--- config.mk ---
export PLATFORM = sky130hd
export DESIGN_NAME = lsu
export DESIGN_NICKNAME = d
export VERILOG_FILES = /design/src/hw/lsu_op_pkg.sv /design/src/hw/axi_pkg.sv /design/src/hw/lsu.sv
export SDC_FILE = /design/constraint.sdc
export NUM_CORES = 1
export LEC_CHECK = 0
export BUFFER_PORTS_ARGS = -buffer_cell sky130_fd_sc_hd__buf_2
export CAP_MARGIN = 5
export CORE_AREA = 2 2 143 145
export DETAILED_ROUTE_END_ITERATION = 12
export DIE_AREA = 0 0 145 147
export GPL_ROUTABILITY_DRIVEN = 0
export PLACE_DENSITY = 0.55
export RECOVER_POWER = 50
export SYNTH_ARGS = -nofsm -noshare
export SYNTH_HDL_FRONTEND = slang
export SYNTH_SLANG_ARGS = --single-unit
export TNS_END_PERCENT = 20
--- constraint.sdc ---
create_clock -name clk -period 3.6 [get_ports clk]
set_input_delay 0.54 -clock clk [delete_from_list [all_inputs] [get_ports clk]]
set_output_delay 0.54 -clock clk [all_outputs]
set_load 0.005 [all_outputs]
--- src/hw/lsu_op_pkg.sv ---
package lsu_op_pkg;

  // load function, RV32 funct3 encoding
  typedef enum logic [2:0] {
    LD_B  = 3'b000,
    LD_H  = 3'b001,
    LD_W  = 3'b010,
    LD_BU = 3'b100,
    LD_HU = 3'b101
  } ld_func_e;

  // store function, RV32 funct3 encoding
  typedef enum logic [2:0] {
    ST_B = 3'b000,
    ST_H = 3'b001,
    ST_W = 3'b010
  } st_func_e;

  // core-side load request
  typedef struct packed {
    logic [31:0] addr;
    ld_func_e    func;
  } load_req_t;

  // core-side store request, data is right-aligned as in a register
  typedef struct packed {
    logic [31:0] addr;
    logic [31:0] data;
    st_func_e    func;
  } store_req_t;

endpackage

--- src/hw/axi_pkg.sv ---
package axi_pkg;

  // transfer size codes, bytes = 2**size
  localparam logic [2:0] AXI_SIZE_B = 3'b000;
  localparam logic [2:0] AXI_SIZE_H = 3'b001;
  localparam logic [2:0] AXI_SIZE_W = 3'b010;

  localparam logic [1:0] AXI_RESP_OKAY = 2'b00;

  // read address and read data
  typedef struct packed {
    logic [31:0] addr;
    logic [2:0]  size;
  } axi_ar_t;

  typedef struct packed {
    logic [63:0] data;
    logic [1:0]  resp;
  } axi_r_t;

  // write address, write data and write response
  typedef struct packed {
    logic [31:0] addr;
    logic [2:0]  size;
  } axi_aw_t;

  typedef struct packed {
    logic [63:0] data;
    logic [7:0]  strb;
    logic        last;
  } axi_w_t;

  typedef struct packed {
    logic [1:0] resp;
  } axi_b_t;

  // master to slave, read side
  typedef struct packed {
    axi_ar_t ar;
    logic    arvalid;
    logic    rready;
  } axi_rd_req_t;

  // slave to master, read side
  typedef struct packed {
    axi_r_t r;
    logic   arready;
    logic   rvalid;
  } axi_rd_rsp_t;

  // master to slave, write side
  typedef struct packed {
    axi_aw_t aw;
    logic    awvalid;
    axi_w_t  w;
    logic    wvalid;
    logic    bready;
  } axi_wr_req_t;

  // slave to master, write side
  typedef struct packed {
    axi_b_t b;
    logic   awready;
    logic   wready;
    logic   bvalid;
  } axi_wr_rsp_t;

endpackage

--- src/hw/lsu.sv ---
`timescale 1ns/1ps

module lsu (
  input  logic                    clk,
  input  logic                    rstn,
  input  lsu_op_pkg::load_req_t   load_req,
  input  logic                    load_valid,
  output logic                    load_ready,
  output logic [31:0]             load_data,
  output logic                    load_rsp_valid,
  input  logic                    load_rsp_ready,
  input  lsu_op_pkg::store_req_t  store_req,
  input  logic                    store_valid,
  output logic                    store_ready,
  output logic                    store_rsp_valid,
  input  logic                    store_rsp_ready,
  output axi_pkg::axi_rd_req_t    rd_req,
  input  axi_pkg::axi_rd_rsp_t    rd_rsp,
  output axi_pkg::axi_wr_req_t    wr_req,
  input  axi_pkg::axi_wr_rsp_t    wr_rsp
);

  // load side state, captured on the AR transfer
  logic [2:0]           ld_off_q;
  lsu_op_pkg::ld_func_e ld_func_q;
  logic [63:0]          rd_shifted;

  // write channels still to send for the current store
  logic aw_pending;
  logic w_pending;

  logic [63:0] st_data_aligned;
  logic [7:0]  st_mask;

  always_comb begin
    rd_req.ar.addr = load_req.addr;
    case (load_req.func)
      lsu_op_pkg::LD_B, lsu_op_pkg::LD_BU: rd_req.ar.size = axi_pkg::AXI_SIZE_B;
      lsu_op_pkg::LD_H, lsu_op_pkg::LD_HU: rd_req.ar.size = axi_pkg::AXI_SIZE_H;
      default:                             rd_req.ar.size = axi_pkg::AXI_SIZE_W;
    endcase
    rd_req.arvalid = load_valid;
    rd_req.rready  = load_rsp_ready;
  end

  assign load_ready     = rd_rsp.arready;
  assign load_rsp_valid = rd_rsp.rvalid;

  always_ff @(posedge clk) begin
    if (load_valid && load_ready) begin
      ld_off_q  <= load_req.addr[2:0];
      ld_func_q <= load_req.func;
    end
  end

  // bring the addressed byte down to lane 0
  assign rd_shifted = rd_rsp.r.data >> {ld_off_q, 3'b000};

  always_comb begin
    case (ld_func_q)
      lsu_op_pkg::LD_B:  load_data = {{24{rd_shifted[7]}}, rd_shifted[7:0]};
      lsu_op_pkg::LD_BU: load_data = {24'b0, rd_shifted[7:0]};
      lsu_op_pkg::LD_H:  load_data = {{16{rd_shifted[15]}}, rd_shifted[15:0]};
      lsu_op_pkg::LD_HU: load_data = {16'b0, rd_shifted[15:0]};
      default:           load_data = rd_shifted[31:0];
    endcase
  end

  // store alignment into the 64-bit lane
  always_comb begin
    case (store_req.func)
      lsu_op_pkg::ST_B: st_mask = 8'b0000_0001;
      lsu_op_pkg::ST_H: st_mask = 8'b0000_0011;
      default:          st_mask = 8'b0000_1111;
    endcase
  end

  assign st_data_aligned = {32'b0, store_req.data} << {store_req.addr[2:0], 3'b000};

  always_comb begin
    wr_req.aw.addr = store_req.addr;
    case (store_req.func)
      lsu_op_pkg::ST_B: wr_req.aw.size = axi_pkg::AXI_SIZE_B;
      lsu_op_pkg::ST_H: wr_req.aw.size = axi_pkg::AXI_SIZE_H;
      default:          wr_req.aw.size = axi_pkg::AXI_SIZE_W;
    endcase
    wr_req.awvalid = store_valid && aw_pending;
    wr_req.w.data  = st_data_aligned;
    wr_req.w.strb  = st_mask << store_req.addr[2:0];
    wr_req.w.last  = 1'b1;
    wr_req.wvalid  = store_valid && w_pending;
    wr_req.bready  = store_rsp_ready;
  end

  always_ff @(posedge clk) begin
    if (!rstn) begin
      aw_pending <= 1'b1;
      w_pending  <= 1'b1;
    end else if (wr_rsp.bvalid && wr_req.bready) begin
      aw_pending <= 1'b1;
      w_pending  <= 1'b1;
    end else begin
      if (wr_req.awvalid && wr_rsp.awready) begin
        aw_pending <= 1'b0;
      end
      if (wr_req.wvalid && wr_rsp.wready) begin
        w_pending <= 1'b0;
      end
    end
  end

  // done once each channel is either taken now or already gone
  assign store_ready = (wr_rsp.awready || !aw_pending) && (wr_rsp.wready || !w_pending);
  assign store_rsp_valid = wr_rsp.bvalid;

  a_load_aligned: assert property (@(posedge clk) disable iff (!rstn)
    load_valid |-> (rd_req.ar.size != axi_pkg::AXI_SIZE_H || !load_req.addr[0]) &&
                   (rd_req.ar.size != axi_pkg::AXI_SIZE_W || load_req.addr[1:0] == 2'b00));

  a_store_aligned: assert property (@(posedge clk) disable iff (!rstn)
    store_valid |-> (wr_req.aw.size != axi_pkg::AXI_SIZE_H || !store_req.addr[0]) &&
                    (wr_req.aw.size != axi_pkg::AXI_SIZE_W || store_req.addr[1:0] == 2'b00));

  a_load_req_stable: assert property (@(posedge clk) disable iff (!rstn)
    load_valid && !load_ready |=> $stable(load_req));

endmodule

==> metrics.md <==
| Metric | Value |
|---|---|
| Number of synthesized flops with an enable pin | `6` |
| Resized Gates After CTS | `0` |
| Post-route ant nets | `0` |
| Post-CTS Setup Repair Bufs | `0` |
| Worst Clk Skew | `0 ns` |
| H-tree Lvls | `1` |
| Setup TNS Final | `0 ns` |
| Total I/O pin count | `365` |
| FF+latch count, synth | `8` |
| All-Layer GR Usage | `12.7%` |
| PortBufs | `237` |
| Synth top area cells | `buf_4, mux4_2, mux2i_1` |
| Initial DRT Pass Iterations | `5` |
| Final WL | `14.5 mm` |
| Post-synth ARST share | `0%` |
| RSZ-0062 raised after global routing | `no` |
| Pins Over Slew Limit | `0` |
| Mapped cell area | `3660 um^2` |
| Area leader, netlist | `buf_4` |
| Leakage | `2.29 nW` |
| Max Fclk | `345 MHz` |
| TritonCTS Buffers | `3` |
| Clock Latency Late Sink | `0.23 ns` |
| Clk slew on worst S/H paths | `0.03 ns` |
| Die Area | `21300 um^2` |
| MaxCap Viol Count | `0` |
| Ys Warns | `0` |
| Crit start category | `register` |
| CP endpoint | `load_data[30]` |
| Synth unique cells | `39` |
| Register area share after synthesis | `6.02%` |
| R2R depth | `1` |
| CP Launch Point | `ld_off_q[1]$_DFFE_PP_` |
| Design area | `4600 um^2` |
| Crit path arrival time | `2.36 ns` |
| Vias in the first global route | `3964` |
| Via/cell ratio | `4.74` |
| Iteration-0 DRC Markers | `160` |
| Layout area overhead | `25.9%` |
| CP Max Fanout | `22` |
| # rows | `52` |
| Total gr overflow | `0` |
| Worst slew pin tran | `0.921 ns` |
| Hold Path Class | `reg2reg` |
| Post-cts hold buffer count | `0` |
| Final nets | `784` |
| Top cell type's share of synthesized area | `15.8%` |
| Die width | `145 um` |
| Pwr Density | `201 nW/um^2` |
| Global-route wire length before repair | `22.0 mm` |
| DRC viols | `0` |
| Min Tclk post-route | `2.90 ns` |
| CP Data Required Time | `3.06 ns` |
| Syn_area_per_cell | `8.06 um^2` |
| Max Buffers Root-to-Sink | `2` |
| Core Footprint | `19800 um^2` |
| HPWL Detailed | `11.9 mm` |
| Maximum VDD drop | `0.120 mV` |
| Clock sink count | `8` |
| R2r endpoint | `aw_pending$_SDFFE_PP1P_` |
| Initial antenna violation count | `0` |
| Status | `finished, final reports clean` |
| Tcrit/Tclk final | `80.5%` |
| R2R setup slack | `3.02 ns` |
| CTS tree | `done` |
| Die Ht | `147 um` |
| Setup violations, final | `0` |
| Share of layout cells above drive strength 1 | `48.2%` |
| Syn Inst Count | `454` |
| CP Capture Type | `output port` |
| Initial Utilization | `18.4%` |
| Rel. slew slack | `38.6%` |
| Root Buffer | `clkbuf_16` |
| Largest net degree at the start of global routing | `39` |
| Final Hold Vio Count | `0` |
| Crit Reg-Reg Startpoint | `aw_pending$_SDFFE_PP1P_` |
| Via count | `4137` |
| Crit Path Class | `reg2out` |
| Predominant post-synthesis flop cell | `edfxtp_1` |
| Diodes inserted | `0` |
| Avg WL per Cell | `16.6 um` |
| Placed Instance Area | `4550 um^2` |
logic make-up after synthesis:
group / after synthesis / share of synthesized area [%]
and+or+nand+nor: 129 / 16.5
DFF: 8 / 6.02
muxes: 88 / 35.7
other: 2 / 0.205
AOI/OAI and AO/OA: 100 / 18.6
buffers and inverters: 127 / 23.1
per-stage QoR:
stage | setup slack (ns) | total power, mW | cells | hold WS, ns | util, %
3_3_place_gp | 0.895 | 0.739 | 868 | 0.466 | 22.9
4_1_cts | 0.682 | 0.934 | 872 | 0.478 | 23.3
3_5_place_dp | 0.906 | 0.738 | 868 | 0.470 | 22.9
2_1_floorplan | 1.45 | 0.531 | 455 | 0.440 | -
6_report | 0.701 | 0.925 | 872 | 0.480 | 23.2
5_1_grt | 0.582 | 0.990 | 872 | 0.484 | 23.2
cells in the final DEF (no fill, tap or decap), drive strengths merged, types with 2 or more instances in the layout:
master,n
edfxtp,6
a21oi,10
nor2,53
mux4,30
nand3,16
inv,14
clkbuf,22
and2,12
mux2i,40
a211oi,9
o22ai,19
dfxtp,2
nor3,3
nand2,28
nor2b,12
buf,237
a22oi,7
o21ai,27
mux2,18
a21o,2
conb,3
a22o,11
o2bb2ai,11
routing by layer:
metal	vias up	wire length (um)	track usage, %
met1	1934	5360	13.8
li1	1883	-	-
met2	288	7240	23.3
met5	-	0	0
met4	0	551	5.05
met3	32	1370	3.32
layout make-up:
type,instances,area [um^2]
fillers,2245,15200
multi-input cells,320,2600
repair buffers,255,1310
well taps,270,338
flip-flops and latches,8,220
clock buffers,4,78.8
inverters,15,56.3
where the power goes:
| group | switching (mW) | leakage, nW | internal (mW) |
|---|---|---|---|
| Clock | 0.0423 | 0.0382 | 0.147 |
| Sequential | 0.0130 | 0.0728 | 0.107 |
| Combinational | 0.313 | 2.18 | 0.303 |
| Total | 0.368 | 2.29 | 0.557 |
critical path, cell delays in order, from the launching register on:
cell and delay (ns):
edfxtp_1 0.58, buf_4 0.31, buf_4 0.33, mux4_2 0.36, a22o_1 0.24, nand2_1 0.06
nand3_1 0.10, buf_2 0.15
synthesized netlist by cell type, types with 2 or more instances:
cell type   n
buf_2       8
o21ai_0    27
inv_1      14
and2_1     12
a21o_1      2
nor3_1      3
o2bb2ai_1  11
a22o_1     11
mux4_2     24
conb_1      2
edfxtp_1    6
a211oi_1    9
nor2b_1    12
buf_8       2
nor2_1     53
mux2_2     17
mux4_1      6
dfxtp_1     2
clkbuf_1   18
o22ai_1    19
a22oi_1     7
buf_4      77
buf_6       6
a21oi_1    10
nand2_1    28
nand3_1    16
mux2i_1    40
sequential cells by signal, summed over array words and instances, names as in the netlist:
register	cells
aw_pending	1
ld_func_q	3
ld_off_q	3
w_pending	1
worst min-delay path by stage:
stage                               to  slack (ns)                     from  cells after the start
2_1_floorplan  aw_pending$_SDFFE_PP1P_        0.44  aw_pending$_SDFFE_PP1P_                      1
3_3_place_gp   aw_pending$_SDFFE_PP1P_        0.47  aw_pending$_SDFFE_PP1P_                      1
3_5_place_dp    w_pending$_SDFFE_PP1P_        0.47   w_pending$_SDFFE_PP1P_                      1
4_1_cts         ld_func_q[2]$_DFFE_PP_        0.48              load_req[2]                      1
5_1_grt         ld_func_q[2]$_DFFE_PP_        0.48              load_req[2]                      1
6_report        w_pending$_SDFFE_PP1P_        0.48   w_pending$_SDFFE_PP1P_                      1
Power figures use the tool's default switching activity.
